===== config.mk =====
export PLATFORM = sky130hd
export DESIGN_NAME = adc_rx_core
export DESIGN_NICKNAME = d
export VERILOG_FILES = /design/src/common/adc_rx_pkg.sv /design/src/common/adc_cfg_if.sv /design/src/rtl/adc_rx_regs.sv /design/src/capture/adc_rx_capture.sv /design/src/rtl/adc_rx_fifo.sv /design/src/rtl/adc_rx_core.sv
export SDC_FILE = /design/constraint.sdc
export NUM_CORES = 1
export LEC_CHECK = 0
export BUFFER_PORTS_ARGS = -buffer_cell sky130_fd_sc_hd__buf_2
export CAP_MARGIN = 25
export CELL_PAD_IN_SITES_DETAIL_PLACEMENT = 1
export CELL_PAD_IN_SITES_GLOBAL_PLACEMENT = 1
export CORE_ASPECT_RATIO = 0.5
export CORE_UTILIZATION = 40
export CTS_CLUSTER_SIZE = 8
export DETAILED_ROUTE_END_ITERATION = 10
export HOLD_SLACK_MARGIN = 0.15
export PLACE_DENSITY_LB_ADDON = 0.12
export SYNTH_ARGS = -nofsm -noshare
export SYNTH_HDL_FRONTEND = slang
export SYNTH_HIERARCHICAL = 1
export SYNTH_SLANG_ARGS = --single-unit

===== constraint.sdc =====
create_clock -name ADC_ENC -period 6.3 [get_ports ADC_ENC]
set_clock_uncertainty 0.05 [all_clocks]
set_input_delay 1.26 -clock ADC_ENC [delete_from_list [all_inputs] [get_ports ADC_ENC]]
set_output_delay 1.26 -clock ADC_ENC [all_outputs]
set_load 0.03 [all_outputs]

===== src/common/adc_rx_pkg.sv =====
/* widths, bus map and FIFO word layout shared by the ADC receiver
   FIFO_DEPTH is kept small so that overflow shows up in short runs */
`default_nettype none

package adc_rx_pkg;

    localparam int SAMPLE_W   = 14;
    localparam int WORD_W     = 32;
    localparam int DATA_CNT_W = 24;
    localparam int LOST_W     = 8;
    localparam int BUS_ADD_W  = 16;
    localparam int BUS_DATA_W = 8;
    localparam int FIFO_DEPTH = 16;

    localparam logic [LOST_W-1:0] LOST_MAX = 8'd255;

    // register map
    localparam logic [BUS_ADD_W-1:0] REG_SOFT_RST = 16'd0;
    localparam logic [BUS_ADD_W-1:0] REG_START    = 16'd1;
    localparam logic [BUS_ADD_W-1:0] REG_CONF     = 16'd2;
    localparam logic [BUS_ADD_W-1:0] REG_CNT_HI   = 16'd3;
    localparam logic [BUS_ADD_W-1:0] REG_CNT_MID  = 16'd4;
    localparam logic [BUS_ADD_W-1:0] REG_CNT_LO   = 16'd5;
    localparam logic [BUS_ADD_W-1:0] REG_LOST     = 16'd15;

    localparam logic [BUS_DATA_W-1:0] VERSION = 8'h01;  // read at address 0

    localparam int CONF_SYNC_BIT   = 0;
    localparam int CONF_SINGLE_BIT = 2;

    // fifo word fields
    localparam int HDR_BIT   = 31;
    localparam int ID_MSB    = 30;
    localparam int ID_LSB    = 29;
    localparam int SYNC_BIT  = 28;
    localparam int PREV_MSB  = 27;  // earlier sample, zero in single mode
    localparam int PREV_LSB  = 14;
    localparam int LAST_MSB  = 13;
    localparam int LAST_LSB  = 0;

endpackage

`default_nettype wire


===== src/common/adc_cfg_if.sv =====
/* run configuration from the register block to capture, plus status back
   start and done are single-cycle pulses, the rest are levels */
`timescale 1ns/1ps
`default_nettype none

interface adc_cfg_if;
    import adc_rx_pkg::*;

    logic                  start;            // one cycle
    logic                  start_with_sync;
    logic                  single_data;
    logic [DATA_CNT_W-1:0] data_cnt;         // zero means record forever
    logic                  done;             // one cycle
    logic [LOST_W-1:0]     lost_cnt;

    modport regs_side (
        output start,
        output start_with_sync,
        output single_data,
        output data_cnt,
        input  done,
        input  lost_cnt
    );

    modport cap_side (
        input  start,
        input  start_with_sync,
        input  single_data,
        input  data_cnt,
        output done,
        output lost_cnt
    );

endinterface

`default_nettype wire


===== src/rtl/adc_rx_regs.sv =====
/* byte-wide register file on ADC_ENC, read data one cycle after BUS_RD
   a write to address 0 resets the whole receiver for that cycle */
`timescale 1ns/1ps
`default_nettype none

module adc_rx_regs (
    input  logic                              ADC_ENC,
    input  logic                              RST,
    input  logic [adc_rx_pkg::BUS_ADD_W-1:0]  BUS_ADD,
    input  logic [adc_rx_pkg::BUS_DATA_W-1:0] BUS_DATA_IN,
    input  logic                              BUS_WR,
    input  logic                              BUS_RD,
    output logic [adc_rx_pkg::BUS_DATA_W-1:0] BUS_DATA_OUT,
    output logic                              soft_rst,
    adc_cfg_if.regs_side                      cfg
);
    import adc_rx_pkg::*;

    logic                  clr;
    logic                  start_wr;
    logic [BUS_DATA_W-1:0] conf_reg;
    logic [BUS_DATA_W-1:0] cnt_hi;
    logic [BUS_DATA_W-1:0] cnt_mid;
    logic [BUS_DATA_W-1:0] cnt_lo;
    logic                  done_flag;

    assign soft_rst = BUS_WR && (BUS_ADD == REG_SOFT_RST);
    assign clr      = RST || soft_rst;
    assign start_wr = BUS_WR && (BUS_ADD == REG_START);  // data byte ignored

    assign cfg.start_with_sync = conf_reg[CONF_SYNC_BIT];
    assign cfg.single_data     = conf_reg[CONF_SINGLE_BIT];
    assign cfg.data_cnt        = {cnt_hi, cnt_mid, cnt_lo};

    always_ff @(posedge ADC_ENC) begin
        if (clr) begin
            conf_reg <= '0;
            cnt_hi   <= '0;
            cnt_mid  <= '0;
            cnt_lo   <= '0;
        end else if (BUS_WR) begin
            case (BUS_ADD)
                REG_CONF:    conf_reg <= BUS_DATA_IN;
                REG_CNT_HI:  cnt_hi   <= BUS_DATA_IN;
                REG_CNT_MID: cnt_mid  <= BUS_DATA_IN;
                REG_CNT_LO:  cnt_lo   <= BUS_DATA_IN;
                default: ;
            endcase
        end
    end

    // start pulse lands one cycle after the write
    always_ff @(posedge ADC_ENC) begin
        if (clr) begin
            cfg.start <= 1'b0;
            done_flag <= 1'b1;  // idle counts as done
        end else begin
            cfg.start <= start_wr;
            if (start_wr)
                done_flag <= 1'b0;
            else if (cfg.done)
                done_flag <= 1'b1;
        end
    end

    always_ff @(posedge ADC_ENC) begin
        if (RST) begin
            BUS_DATA_OUT <= '0;
        end else if (BUS_RD) begin
            case (BUS_ADD)
                REG_SOFT_RST: BUS_DATA_OUT <= VERSION;
                REG_START:    BUS_DATA_OUT <= {7'b0, done_flag};
                REG_CONF:     BUS_DATA_OUT <= conf_reg;
                REG_CNT_HI:   BUS_DATA_OUT <= cnt_hi;
                REG_CNT_MID:  BUS_DATA_OUT <= cnt_mid;
                REG_CNT_LO:   BUS_DATA_OUT <= cnt_lo;
                REG_LOST:     BUS_DATA_OUT <= cfg.lost_cnt;
                default:      BUS_DATA_OUT <= '0;  // unmapped
            endcase
        end
    end

endmodule

`default_nettype wire


===== src/capture/adc_rx_capture.sv =====
/* records ADC_IN every cycle of a run and packs FIFO words, no stall possible
   double mode expects an even data_cnt, words hitting a full FIFO are only counted */
`timescale 1ns/1ps
`default_nettype none

module adc_rx_capture #(
    parameter logic [1:0] ADC_ID    = 2'd0,
    parameter logic [0:0] HEADER_ID = 1'b0
) (
    input  logic                            ADC_ENC,
    input  logic                            RST,
    input  logic [adc_rx_pkg::SAMPLE_W-1:0] ADC_IN,
    input  logic                            ADC_SYNC,
    adc_cfg_if.cap_side                     cfg,
    input  logic                            full,
    output logic                            wr_en,
    output logic [adc_rx_pkg::WORD_W-1:0]   wr_data
);
    import adc_rx_pkg::*;

    logic                  prev_sync;
    logic [SAMPLE_W-1:0]   prev_data;
    logic                  sync_rise;
    logic                  sync_wait;
    logic                  start_run;
    logic                  running;
    logic                  rec;
    logic [DATA_CNT_W-1:0] rec_cnt;
    logic [DATA_CNT_W-1:0] cnt_next;
    logic                  last;
    logic                  pair_held;   // first sample of a pair is in prev_data
    logic                  write;
    logic [WORD_W-1:0]     word;

    assign sync_rise = ADC_SYNC && !prev_sync;
    assign start_run = cfg.start_with_sync ? (sync_wait && sync_rise) : cfg.start;
    assign rec       = start_run || running;  // sample at the coming edge is recorded
    assign cnt_next  = start_run ? DATA_CNT_W'(1) : rec_cnt + 1'b1;
    assign last      = (cfg.data_cnt != '0) && (cnt_next == cfg.data_cnt);

    // double mode writes on the second sample of each pair
    assign write = rec && (cfg.single_data || (pair_held && !start_run));

    always_ff @(posedge ADC_ENC) begin
        if (RST)
            sync_wait <= 1'b0;
        else if (cfg.start)
            sync_wait <= 1'b1;
        else if (sync_rise)
            sync_wait <= 1'b0;
    end

    always_ff @(posedge ADC_ENC) begin
        if (RST) begin
            running   <= 1'b0;
            rec_cnt   <= '0;
            pair_held <= 1'b0;
            cfg.done  <= 1'b0;
        end else begin
            cfg.done <= rec && last;
            if (rec) begin
                running   <= !last;
                rec_cnt   <= cnt_next;   // wraps harmlessly in endless runs
                pair_held <= start_run ? 1'b1 : !pair_held;
            end
        end
    end

    always_comb begin
        word                    = '0;
        word[HDR_BIT]           = HEADER_ID;
        word[ID_MSB:ID_LSB]     = ADC_ID;
        word[LAST_MSB:LAST_LSB] = ADC_IN;
        if (cfg.single_data) begin
            word[SYNC_BIT] = ADC_SYNC;
        end else begin
            word[SYNC_BIT]          = prev_sync;  // sync of the earlier sample
            word[PREV_MSB:PREV_LSB] = prev_data;
        end
    end

    always_ff @(posedge ADC_ENC) begin
        if (RST) begin
            prev_sync <= 1'b0;
            wr_en     <= 1'b0;
        end else begin
            prev_sync <= ADC_SYNC;
            wr_en     <= write;
        end
    end

    always_ff @(posedge ADC_ENC) begin
        prev_data <= ADC_IN;
        wr_data   <= word;
    end

    // FIFO drops a write while full, count it here
    always_ff @(posedge ADC_ENC) begin
        if (RST)
            cfg.lost_cnt <= '0;
        else if (wr_en && full && cfg.lost_cnt != LOST_MAX)
            cfg.lost_cnt <= cfg.lost_cnt + 1'b1;
    end

endmodule

`default_nettype wire


===== src/rtl/adc_rx_fifo.sv =====
/* single-clock FIFO, head word visible on rd_data while not empty
   writes when full and reads when empty are ignored */
`timescale 1ns/1ps
`default_nettype none

module adc_rx_fifo #(
    parameter int DEPTH = adc_rx_pkg::FIFO_DEPTH
) (
    input  logic                          ADC_ENC,
    input  logic                          RST,
    input  logic                          wr_en,
    input  logic [adc_rx_pkg::WORD_W-1:0] wr_data,
    input  logic                          rd_en,
    output logic [adc_rx_pkg::WORD_W-1:0] rd_data,
    output logic                          full,
    output logic                          empty
);
    import adc_rx_pkg::*;

    localparam int PTR_W = (DEPTH > 1) ? $clog2(DEPTH) : 1;
    localparam int CNT_W = $clog2(DEPTH + 1);
    localparam logic [PTR_W-1:0] PTR_LAST = PTR_W'(DEPTH - 1);
    localparam logic [CNT_W-1:0] CNT_FULL = CNT_W'(DEPTH);

    logic [WORD_W-1:0] mem [DEPTH];
    logic [PTR_W-1:0]  wr_ptr;
    logic [PTR_W-1:0]  rd_ptr;
    logic [CNT_W-1:0]  count;
    logic              push;
    logic              pop;

    assign full    = (count == CNT_FULL);
    assign empty   = (count == '0);
    assign push    = wr_en && !full;
    assign pop     = rd_en && !empty;
    assign rd_data = mem[rd_ptr];  // fall-through

    always_ff @(posedge ADC_ENC) begin
        if (push)
            mem[wr_ptr] <= wr_data;
    end

    always_ff @(posedge ADC_ENC) begin
        if (RST) begin
            wr_ptr <= '0;
            rd_ptr <= '0;
            count  <= '0;
        end else begin
            if (push)
                wr_ptr <= (wr_ptr == PTR_LAST) ? '0 : wr_ptr + 1'b1;
            if (pop)
                rd_ptr <= (rd_ptr == PTR_LAST) ? '0 : rd_ptr + 1'b1;
            case ({push, pop})
                2'b10:   count <= count + 1'b1;
                2'b01:   count <= count - 1'b1;
                default: count <= count;  // idle or both
            endcase
        end
    end

endmodule

`default_nettype wire


===== src/rtl/adc_rx_core.sv =====
/* single-channel 14-bit ADC receiver, bus and capture both on ADC_ENC
   soft reset clears configuration, lost count and FIFO like RST */
`timescale 1ns/1ps
`default_nettype none

module adc_rx_core #(
    parameter logic [1:0] ADC_ID    = 2'd0,
    parameter logic [0:0] HEADER_ID = 1'b0
) (
    input  logic                              ADC_ENC,
    input  logic                              RST,
    input  logic [adc_rx_pkg::SAMPLE_W-1:0]   ADC_IN,
    input  logic                              ADC_SYNC,
    input  logic [adc_rx_pkg::BUS_ADD_W-1:0]  BUS_ADD,
    input  logic [adc_rx_pkg::BUS_DATA_W-1:0] BUS_DATA_IN,
    input  logic                              BUS_WR,
    input  logic                              BUS_RD,
    output logic [adc_rx_pkg::BUS_DATA_W-1:0] BUS_DATA_OUT,
    input  logic                              FIFO_READ,
    output logic [adc_rx_pkg::WORD_W-1:0]     FIFO_DATA,
    output logic                              FIFO_EMPTY,
    output logic                              LOST_ERROR
);
    import adc_rx_pkg::*;

    logic              soft_rst;
    logic              blk_rst;
    logic              wr_en;
    logic [WORD_W-1:0] wr_data;
    logic              full;

    adc_cfg_if cfg ();

    assign blk_rst    = RST || soft_rst;
    assign LOST_ERROR = (cfg.lost_cnt != '0);

    adc_rx_regs u_regs (
        .ADC_ENC      (ADC_ENC),
        .RST          (RST),       // soft reset handled inside
        .BUS_ADD      (BUS_ADD),
        .BUS_DATA_IN  (BUS_DATA_IN),
        .BUS_WR       (BUS_WR),
        .BUS_RD       (BUS_RD),
        .BUS_DATA_OUT (BUS_DATA_OUT),
        .soft_rst     (soft_rst),
        .cfg          (cfg.regs_side)
    );

    adc_rx_capture #(
        .ADC_ID    (ADC_ID),
        .HEADER_ID (HEADER_ID)
    ) u_capture (
        .ADC_ENC  (ADC_ENC),
        .RST      (blk_rst),
        .ADC_IN   (ADC_IN),
        .ADC_SYNC (ADC_SYNC),
        .cfg      (cfg.cap_side),
        .full     (full),
        .wr_en    (wr_en),
        .wr_data  (wr_data)
    );

    adc_rx_fifo #(
        .DEPTH (FIFO_DEPTH)
    ) u_fifo (
        .ADC_ENC (ADC_ENC),
        .RST     (blk_rst),
        .wr_en   (wr_en),
        .wr_data (wr_data),
        .rd_en   (FIFO_READ),
        .rd_data (FIFO_DATA),
        .full    (full),
        .empty   (FIFO_EMPTY)
    );

endmodule

`default_nettype wire


==> results.txt, run 1 <==
* Ratio of routed vias to standard cells: 5.55
- Dominant combinational cell family by area after synthesis: multiplexers
- Yosys printed 6 warnings.
- The initial antenna violation count came to 6.
* Ordered list of cells on the worst path: buf_12, mux4_1, mux4_2, buf_2
- For this design the static power due to leakage is 9.41 nW.
* Fraction of registers with async set or reset after synthesis: 0%
- TritonCTS built the clock tree.
* Antenna diode instance count: 0
- Most common library cells after synthesis: edfxtp_1 (512), mux4_2 (132), dfxtp_1 (126)
* Setup WS pre-CTS: 1.82 ns
- Portion of total power attributed to the clock network: 49.1%
* Combinational cell fraction of total power: 0.7%
- In this run the remaining antenna-violating nets after routing total 0.
- Number of instances on the worst hold path: 2
* Area share of the leading cell type in the synthesized netlist: 58.9%
* Die Span X: 363 um
- After synthesis the netlist holds a flip-flop and latch count of 638.
* Leftover overflow at the end of global routing: 0
- Share of total power in sequential cells: 50.2%
* # resized after CTS: 0
* Synthesized instance count: 1,464
- Largest reg by FF count: u_fifo/mem
- Number of buffers created by CTS: 89
- The analysis attributes to net switching a power of 1.90 mW.
* DRT iter0 DRCs: 1,061
- Share of synthesized area occupied by flip-flops and latches: 68.6%
- Input and output buffers added on the ports amount to 85.
* Category of the most critical setup path: flop to output port
* Parity-gate share of the synthesized area counting xor and xnor cells: 1.59%
- Hold buffer count at CTS: 0
* Final cycle utilization of the critical path: 74.1%
- Most repeated cell in the gate-level netlist after synthesis: edfxtp_1
- # setup viols final: 0
* Max-slew violation count: 0
- Effective utilization at floorplan: 40.9%
* Number of cells traversed by the worst register-to-register path: 9
- For the worst-skew pair, the clock arrives at the later sink with an insertion delay of 0.63 ns.
- Count of H-tree levels built during CTS: 3
* Total I/O pin count: 86
* Total half-perimeter wirelength after legalization and detailed placement: 36,600 um
* Vias post-DR: 14,000
- Max-slew headroom: 37.4%
- Static timing analysis puts the maximum clock frequency at 214 MHz.
* Share of layout cells above drive strength 1: 23.6%
* Minimum setup slack among reg-to-reg paths: 2.49 ns
- The die is 183 um tall.
- In this run the mean area of a mapped cell was 17.8 sq um.
- The portion of synthesized area spent on multiplexers is 16.0%.
- Filler-free cell count of the finished design: 2,524
- On the worst path, the slowest cell contributes a delay of 0.90 ns.
- CTS placed an instance of clkbuf_16 at the clock tree root.
* GRT Total Usage: 19.9%
- P_int: 7.27 mW
- Largest net degree at the start of global routing: 57
* Number of failing hold endpoints at the final stage: 0
* Netlist Area Pre-Place: 26,100 sq um
- Clock transition time at the flip-flop clock pins of the worst setup and hold paths: 0.05 ns
- The routed design could run at a clock period as short as 4.67 ns.
- The clock net in this run drives a total of 638 sinks.
- Result of the run: completed
- For this run, the post-layout net count is 1,638.
- For this run, the leading register cell type out of synthesis is edfxtp_1.
- Flip-flop count of the largest register, all copies and words added: 512
- Max-cap violations: 0
- Cell type with the highest aggregate area in the netlist: edfxtp_1
* Data required time at the worst endpoint: 4.99 ns
* First-pass iteration count of the detailed router: 5
* Number of global-route vias before repair: 15,100
* Remaining design rule violation count: 0
- Total design power: 9.17 mW
* Setup TNS Final: 0 ns
* Count of unique library cells instantiated by Yosys: 84
- At the end of the flow the core is filled with cells to 46.9%.
- Number of flops mapped to enable cells by yosys: 512
- Including well taps, the total number of placed cells is 2,363.
* Peak ir drop on the vdd network: 179 uV
* Worst hold-check path type: flop to flop
- The largest registers in the layout are u_fifo/mem: 512 flops, u_capture/rec_cnt: 24 flops, u_capture/wr_data: 16 flops.
- The first global-routing pass estimated 96,800 um of wire.
* Number of setup buffers added after CTS: 0
- Post-synthesis simple-gate area fraction: 7.05%
* # fillers: 6,074
- Core footprint: 63,800 sq um
- Summing the areas of all compound-gate instances in the mapped netlist gives 3.35% of the synthesized area.
- CTS Buffer Depth: 3
* Actual slew at the worst max-slew pin: 0.938 ns
- STA puts the critical path data arrival time at 3.36 ns.
* Areal power density over the cells: 307 nW/um^2
- Final WL: 65,000 um
- Element type at the critical path end: output port
- Setup WS post-layout: 1.63 ns
- The die covers 66,300 sq um.
- By area the synthesized netlist is led by edfxtp_1 (59%), mux4_2 (11%), dfxtp_1 (9.7%).
* Row cnt: 65
* Post-DR wirelength/cell: 25.7 um
* Setup repair after global routing missed its margin: false
- Routability-driven placement congestion ratio: 0.818
* Proportion of total power due to net switching: 20.7%
* Synthesized-area fraction occupied by adder cells: 0.480%
* Setup crit start kind: flop
- Along the worst path, the maximum fanout reaches 52.
- Critical-path cell with the highest stage delay: dfxtp_4
- Area grow syn2layout: 14.6%
==> worst max-delay path, delay by kind of cell, from the launching register on <==
family / cells / cell delay [ns]
buffers and inverters: 2 / 0.63
DFF: 1 / 0.90
muxes: 2 / 1.13
==> cells in the final DEF (no fill, tap or decap), types with 12 or more instances in the layout <==
master     count
nand3_1       27
xnor2_1       20
xor2_1        23
mux4_1        28
nand2_1       50
nor2b_1       22
mux2i_1       41
clkbuf_1      64
dfxtp_1      122
inv_1         15
clkbuf_16     90
buf_2         85
mux4_2       132
o21ai_0       29
a21oi_1       38
nand4_1       28
nor2_1        94
buf_4         21
a221oi_1      15
and2_2        12
edfxtp_1     512
==> routing by layer <==
layer | global-route usage, % | wire length, um | vias to the layer above | share of wire (%)
met5 | 0 | 0 | - | 0
met4 | 5.03 | 1230 | 0 | 1.9
met3 | 3.45 | 3010 | 96 | 4.6
met2 | 32.5 | 31300 | 329 | 48
met1 | 27.7 | 29500 | 7450 | 45
li1 | - | - | 6139 | -
==> through the flow <==
| step | cell area (sq um) | hold WS, ns |
|---|---|---|
| final | 29900 | 0.424 |
| after global routing | 29900 | 0.446 |
| after CTS | 29900 | 0.427 |
| after detailed placement | 27200 | 0.419 |
| after global placement | 27200 | 0.408 |
| after floorplan | 26100 | 0.388 |
==> power by group through the flow <==
stage / Clock [mW] / Sequential (mW) / Combinational [mW]
after floorplan: 0 / 4.67 / 0.0284
after global placement: 0 / 4.68 / 0.0578
after detailed placement: 0 / 4.68 / 0.0617
after CTS: 4.62 / 4.60 / 0.0617
after global routing: 4.79 / 4.60 / 0.0670
final: 4.50 / 4.60 / 0.0621
==> final cells by class <==
type                            count  area (sq um)  area share (%)
Sequential cell                   638         17900            59.9
Clock inverter                      6           156           0.523
Tap cell                          871          1090            3.65
Multi-Input combinational cell    727          7470            25.0
Inverter                           16          60.1           0.201
Clock buffer                      154          2490            8.34
Timing Repair Buffer              112           718            2.40
==> worst paths after layout <==
kind	start	to
max	flop	FIFO_DATA[23]
min	u_regs/BUS_DATA_OUT[0]	u_regs/BUS_DATA_OUT[0]
max reg2reg	u_capture/rec_cnt[0]	u_capture/cfg.done
min reg2reg	u_regs/BUS_DATA_OUT[0]	u_regs/BUS_DATA_OUT[0]
==> cells by family after synthesis <==
logic type	count (synthesis)
DFF	638
AOI/OAI and AO/OA	131
adders and majority gates	10
other	1
and+or+nand+nor	333
xor gates and xnor gates	45
muxes	205
buffers and inverters	101
(Power assumes the default switching activity.)
==> run 2, diff against run 1 <==
clock period = 3.8 ns   (was 6.3 ns; I/O delays follow)
==> run 2 against run 1 <==
  * Utilization up 0.26 points
  * Sequential cell count unchanged
  * Clock power up 64%
  * Final area up 0.56%
  * Worst setup slack worse by 1.5 ns
  * Sequential power up 66%
  * Sequential share of layout area down 0.33 points
  * Critical path depth unchanged
  * Register-to-register slack worse by 2.2 ns
  * Via count up 0.44%
  * Global-route usage up 0.16 points
  * Cell count up 0.32%
==> results.txt, run 2 (synthesized netlist as in run 1, its figures left out) <==
- The number of setup buffers added after CTS is 0.
- Vias post-DR: 14,100
- The first detailed-routing pass took 5 iterations.
* Number of buffers created by CTS: 89
- Number of failing hold endpoints at the final stage: 0
* Area of placed instances: 27,400 sq um
* Post-layout instance area: 30,100 sq um
- Global-route wire length before repair: 97,700 um
- Initial antenna violation count: 3
- The run finished with clean final reports.
- Largest stage delay, worst path: 0.64 ns
- Critical-path cell with the highest stage delay: mux4_1
- Count of H-tree levels built during CTS: 3
- Antenna diode instance count: 0
- STA puts the critical path data required time at 2.99 ns.
- The final max-slew violation count was 0.
- Setup crit start kind: flop
- Number of instances on the worst hold path: 1
* Post-DR wirelength/cell: 25.8 um
- For this design, the sink count on the clock tree is 638.
- Effective utilization at floorplan: 40.9%
- Setup TNS Final: 0 ns
- In the finished design, the share of the clock period the worst path needs comes to 97.0%.
- Die extent in y: 183 um
- Flip-flop count of the largest register, all copies and words added: 512
- The endpoint identified for the worst register-to-register timing path is u_capture/cfg.done.
* Most frequent cells in the layout: edfxtp_1 (512), mux4_2 (134), dfxtp_1 (122)
- CTS Buffer Depth: 3
* Setup repair after global routing missed its margin: true
* Worst hold path startpoint: ADC_IN[3]
- For this run, the top clock speed supported by timing is 271 MHz.
* Total half-perimeter wirelength after legalization and detailed placement: 37,700 um
- The critical path in this run is classified as flop to output port.
* Minimum setup slack among reg-to-reg paths: 0.26 ns
- Detail Route Antenna Nets: 0
- Buffers plus inverters on the worst setup path: 2
- Core footprint: 63,800 sq um
- Die area: 66,300 sq um
- At the pin with the least slew margin, the transition time is 0.762 ns.
- The clock reaches the later pin of the worst-skew pair after 0.62 ns.
- NumNets Final: 1,647
- # setup viols final: 0
- Crit Reg-Reg Startpoint: u_capture/rec_cnt[0]
* # resized after CTS: 0
* Hold buffer count at CTS: 0
- Buffer type at the clock tree root: clkbuf_16
* Worst hold-check path type: input port to flop
- Leaving out fill and tap cells, the most frequent cell in the layout is edfxtp_1.
- At the end of routability-driven placement, the weighted congestion stood at 0.849.
* DRT iter0 DRCs: 1,117
* Ordered list of cells on the worst path: buf_12, mux4_1, mux4_2, buf_2
* CTS tree: built
- Global routing finished with a remaining overflow of 0.
- The via count of the first global-routing pass was 15,100.
- Remaining design rule violation count: 0
- Core utilization of the finished layout: 47.1%
- Kind of cell adding the most delay to the critical path: multiplexers
- Maximum net fanout on the critical path: 41
* Crit path DAT: 2.87 ns
* Ratio of routed vias to standard cells: 5.56
- Areal power density over the cells: 503 nW/um^2
* Total I/O pin count: 86
- Largest reg by FF count: u_fifo/mem
- Summed over all cells, the static leakage comes to 9.46 nW.
- In this run the horizontal extent of the chip is 363 um.
* Largest registers: u_fifo/mem: 512 flops, u_capture/rec_cnt: 24 flops, u_capture/wr_data: 16 flops
- Max-slew headroom: 49.2%
- Across the run, the number of max-cap violations was 0.
* Clock transition time at the flip-flop clock pins of the worst setup and hold paths: 0.05 ns
* Share of layout cells above drive strength 1: 24.1%
* Hold worst-path end: u_capture/prev_data[3]
* Peak ir drop on the vdd network: 317 uV
* GRT Total Usage: 20.1%
- Final critical delay including setup and external delays: 3.68 ns
- Area grow syn2layout: 15.2%
* IO Port Bufs: 85
* Element type at the critical path end: output port
* Final WL: 65,400 um
* Number of cells traversed by the worst register-to-register path: 9
- Row generation in the floorplan step produced 65 rows.
- Largest net degree at the start of global routing: 72
-- run 2: worst max path at each step --
stage	to	cells past startpoint	slack [ns]
floorplan	u_fifo/mem[0][0]	6	-1.11
global placement	u_capture/cfg.done	9	0.27
detailed placement	u_capture/cfg.done	9	0.21
CTS	FIFO_DATA[19]	4	0.02
global route	FIFO_DATA[23]	4	-0.02
finish	FIFO_DATA[23]	4	0.12
-- run 2: layout make-up --
class,instances,area (sq um)
Clock buffer,154,2490
Clock inverter,5,123
Fill cell,6045,33700
Inverter,16,60.1
Multi-Input combinational cell,727,7480
Sequential cell,638,17900
Tap cell,871,1090
Timing Repair Buffer,121,910
-- run 2: power by group --
group | internal, mW | switching, mW
clock network | 4.43 | 2.96
logic | 0.0323 | 0.0692
registers | 7.56 | 0.0705
-- run 2: routing by layer --
layer  wire, um  GRT usage (%)  part of all wire (%)
met1      29500           27.6                    45
met2      32200           33.4                    49
met3       2520           3.35                   3.9
met4       1230           4.96                   1.9
met5          0              0                     0
-- run 2: stage by stage --
step | cells | hold slack [ns] | setup WS (ns) | power (mW)
floorplan | 1466 | 0.388 | -1.11 | 7.78
global placement | 2373 | 0.408 | 0.266 | 7.85
detailed placement | 2373 | 0.404 | 0.212 | 7.87
CTS | 2532 | 0.159 | 0.0240 | 15.3
global route | 2532 | 0.157 | -0.0221 | 15.6
finish | 2532 | 0.195 | 0.115 | 15.1
==> run 3, diff against run 2 <==
MAX_ROUTING_LAYER = met4   (was default)
==> run 3 against run 2 <==
  * Die area did not move
  * Sequential power about the same
  * Maximum frequency is 4.2% higher
  * Total power about the same
  * Worst setup slack gained 0.15 ns
==> results.txt, run 3 (synthesized netlist as in run 1, its figures left out) <==
- The flow ran to the end, and the final reports show no timing, DRC or antenna violations.
* Total number of clock tree sinks: 638
- Buffer type at the clock tree root: clkbuf_16
* Area of placed instances: 27,500 sq um
- Summing over every cut layer, the via total after detailed routing is 14,100.
- The number of endpoints with negative hold slack in the final report came to 0.
- Across all setup checks in the final design, the least slack found is 0.262 ns.
- TritonCTS built the clock tree.
- CTS Buffer Depth: 3
- IO Port Bufs: 85
* Setup crit start kind: flop
- Die extent in y: 183 um
- Across all hold checks on the routed design, the worst slack comes to 0.185 ns.
- The initial antenna violation count came to 3.
* Final cycle utilization of the critical path: 93.1%
* Most frequent cells in the layout: edfxtp_1 (512), mux4_2 (132), dfxtp_1 (121)
- The floorplan has 65 rows.
* Final WL: 65,500 um
- The first global-routing pass estimated 98,600 um of wire.
- # setup viols final: 0
* Count of H-tree levels built during CTS: 3
* Ratio of routed vias to standard cells: 5.58
- The repair_antennas step left the layout with diodes totalling 0.
- 86 I/O pins were placed.
* Peak ir drop on the vdd network: 290 uV
- Maximum net fanout on the critical path: 43
- Effective utilization at floorplan: 40.9%
* Setup repair after global routing missed its margin: false
* Setup TNS Final: 0 ns
- The total overflow left after global routing is 0.
- In this run the tightest slew margin relative to its limit is 50.6%.
* Largest net degree at the start of global routing: 45
* Routability-driven placement congestion ratio: 0.865
* Number of setup buffers added after CTS: 0
- Most common cell after layout, fill and taps aside: edfxtp_1
- Element type at the critical path end: output port
- The final max-slew violation count was 0.
- Die area: 66,300 sq um
* Die Span X: 363 um
- Flip-flop count of the largest register, all copies and words added: 512
- For this block, wires on met1 add up to 29,400 um.
- The first TritonRoute pass finished after 5 iterations.
- In the final routed layout, each cell accounts on average for 25.9 um.
- The layout has 6,067 filler cells.
- Achievable clock frequency: 283 MHz
- NumNets Final: 1,648
- In this run the static leakage power is 9.47 nW.
- In the final layout, the registers with the most flip-flops are u_fifo/mem: 512 flops, u_capture/rec_cnt: 24 flops, u_capture/wr_data: 16 flops.
- Total half-perimeter wirelength after legalization and detailed placement: 38,100 um
- Actual slew at the worst max-slew pin: 0.741 ns
- Core footprint: 63,800 sq um
* Max-cap violations: 0
* Met3 wire length: 3010 um
- The via count of the first global-routing pass is 15,300.
- Summing internal, switching and leakage power gives 15.1 mW.
- After clock tree synthesis, the clock-pin slew on the worst setup and hold paths is 0.05 ns.
* Worst hold-check path type: input port to flop
- The clock reaches the later pin of the worst-skew pair after 0.62 ns.
- Met2 Routed Length: 31,800 um
- Areal power density over the cells: 503 nW/um^2
- Largest reg by FF count: u_fifo/mem
* Number of buffers created by CTS: 89
* Remaining design rule violation count: 0
* Detail Route Antenna Nets: 0
- Area grow syn2layout: 15.3%
* Post-layout instance area: 30,100 sq um
- The first routing iteration left 1,135 violations.
* Category of the most critical setup path: flop to output port
* Data required time at the worst endpoint: 2.99 ns
- Cells with a size suffix above 1 make up 24.2% of the layout.
- Highest routed layer: met4
- Final critical delay including setup and external delays: 3.54 ns
- Data on the critical path arrives at its endpoint at 2.73 ns.
- Setup WS pre-CTS: 0.0951 ns
- GRT Total Usage: 20.9%
==> run 3: final timing paths <==
path	slack (ns)	endpoint	depth (start not counted)	from
worst max-delay path	0.26	FIFO_DATA[11]	4	flop
worst min register to register	0.43	u_regs/BUS_DATA_OUT[0]	2	u_regs/BUS_DATA_OUT[0]
worst max register to register	0.31	u_capture/cfg.done	9	u_capture/rec_cnt[1]
worst min-delay path	0.19	u_capture/prev_data[1]	1	ADC_IN[1]
==> run 3: layer usage <==
layer | GRT usage (%) | up-vias
met5 | - | -
met4 | 5.32 | 0
met3 | 3.59 | 103
met2 | 33.0 | 307
met1 | 28.1 | 7541
li1 | - | 6155
==> run 3: layout make-up <==
cell class,instances,area [sq um],area share (%)
multi-input cells,727,7490,24.9
repair buffers,122,936,3.11
clock buffers,149,2450,8.15
well taps,871,1090,3.62
inverters,16,60.1,0.200
flip-flops and latches,638,17900,59.5
clock inverters,7,148,0.491
==> run 3: through the flow <==
stage	std cells	util [%]
2_1_floorplan	1466	-
3_3_place_gp	2373	43.0
3_5_place_dp	2374	43.1
4_1_cts	2530	47.2
5_1_grt	2530	47.2
6_report	2530	47.2
==> run 3: timing repair <==
action | CTS | global route
endpoints found under the setup margin | 0 | 2
hold buffers | 0 | 0
resized for setup | 0 | 3
==> run 3: worst max-delay path, cell delays in order, from the launching register on <==
cell and delay [ns]:
dfxtp_4 0.65, buf_12 0.34, mux4_2 0.36, mux4_2 0.52
buf_2 0.20
==> run 3: where the power goes <==
| group | switching, mW | internal (mW) |
|---|---|---|
| Sequential | 0.0690 | 7.56 |
| Clock | 3.01 | 4.40 |
| Combinational | 0.0688 | 0.0323 |
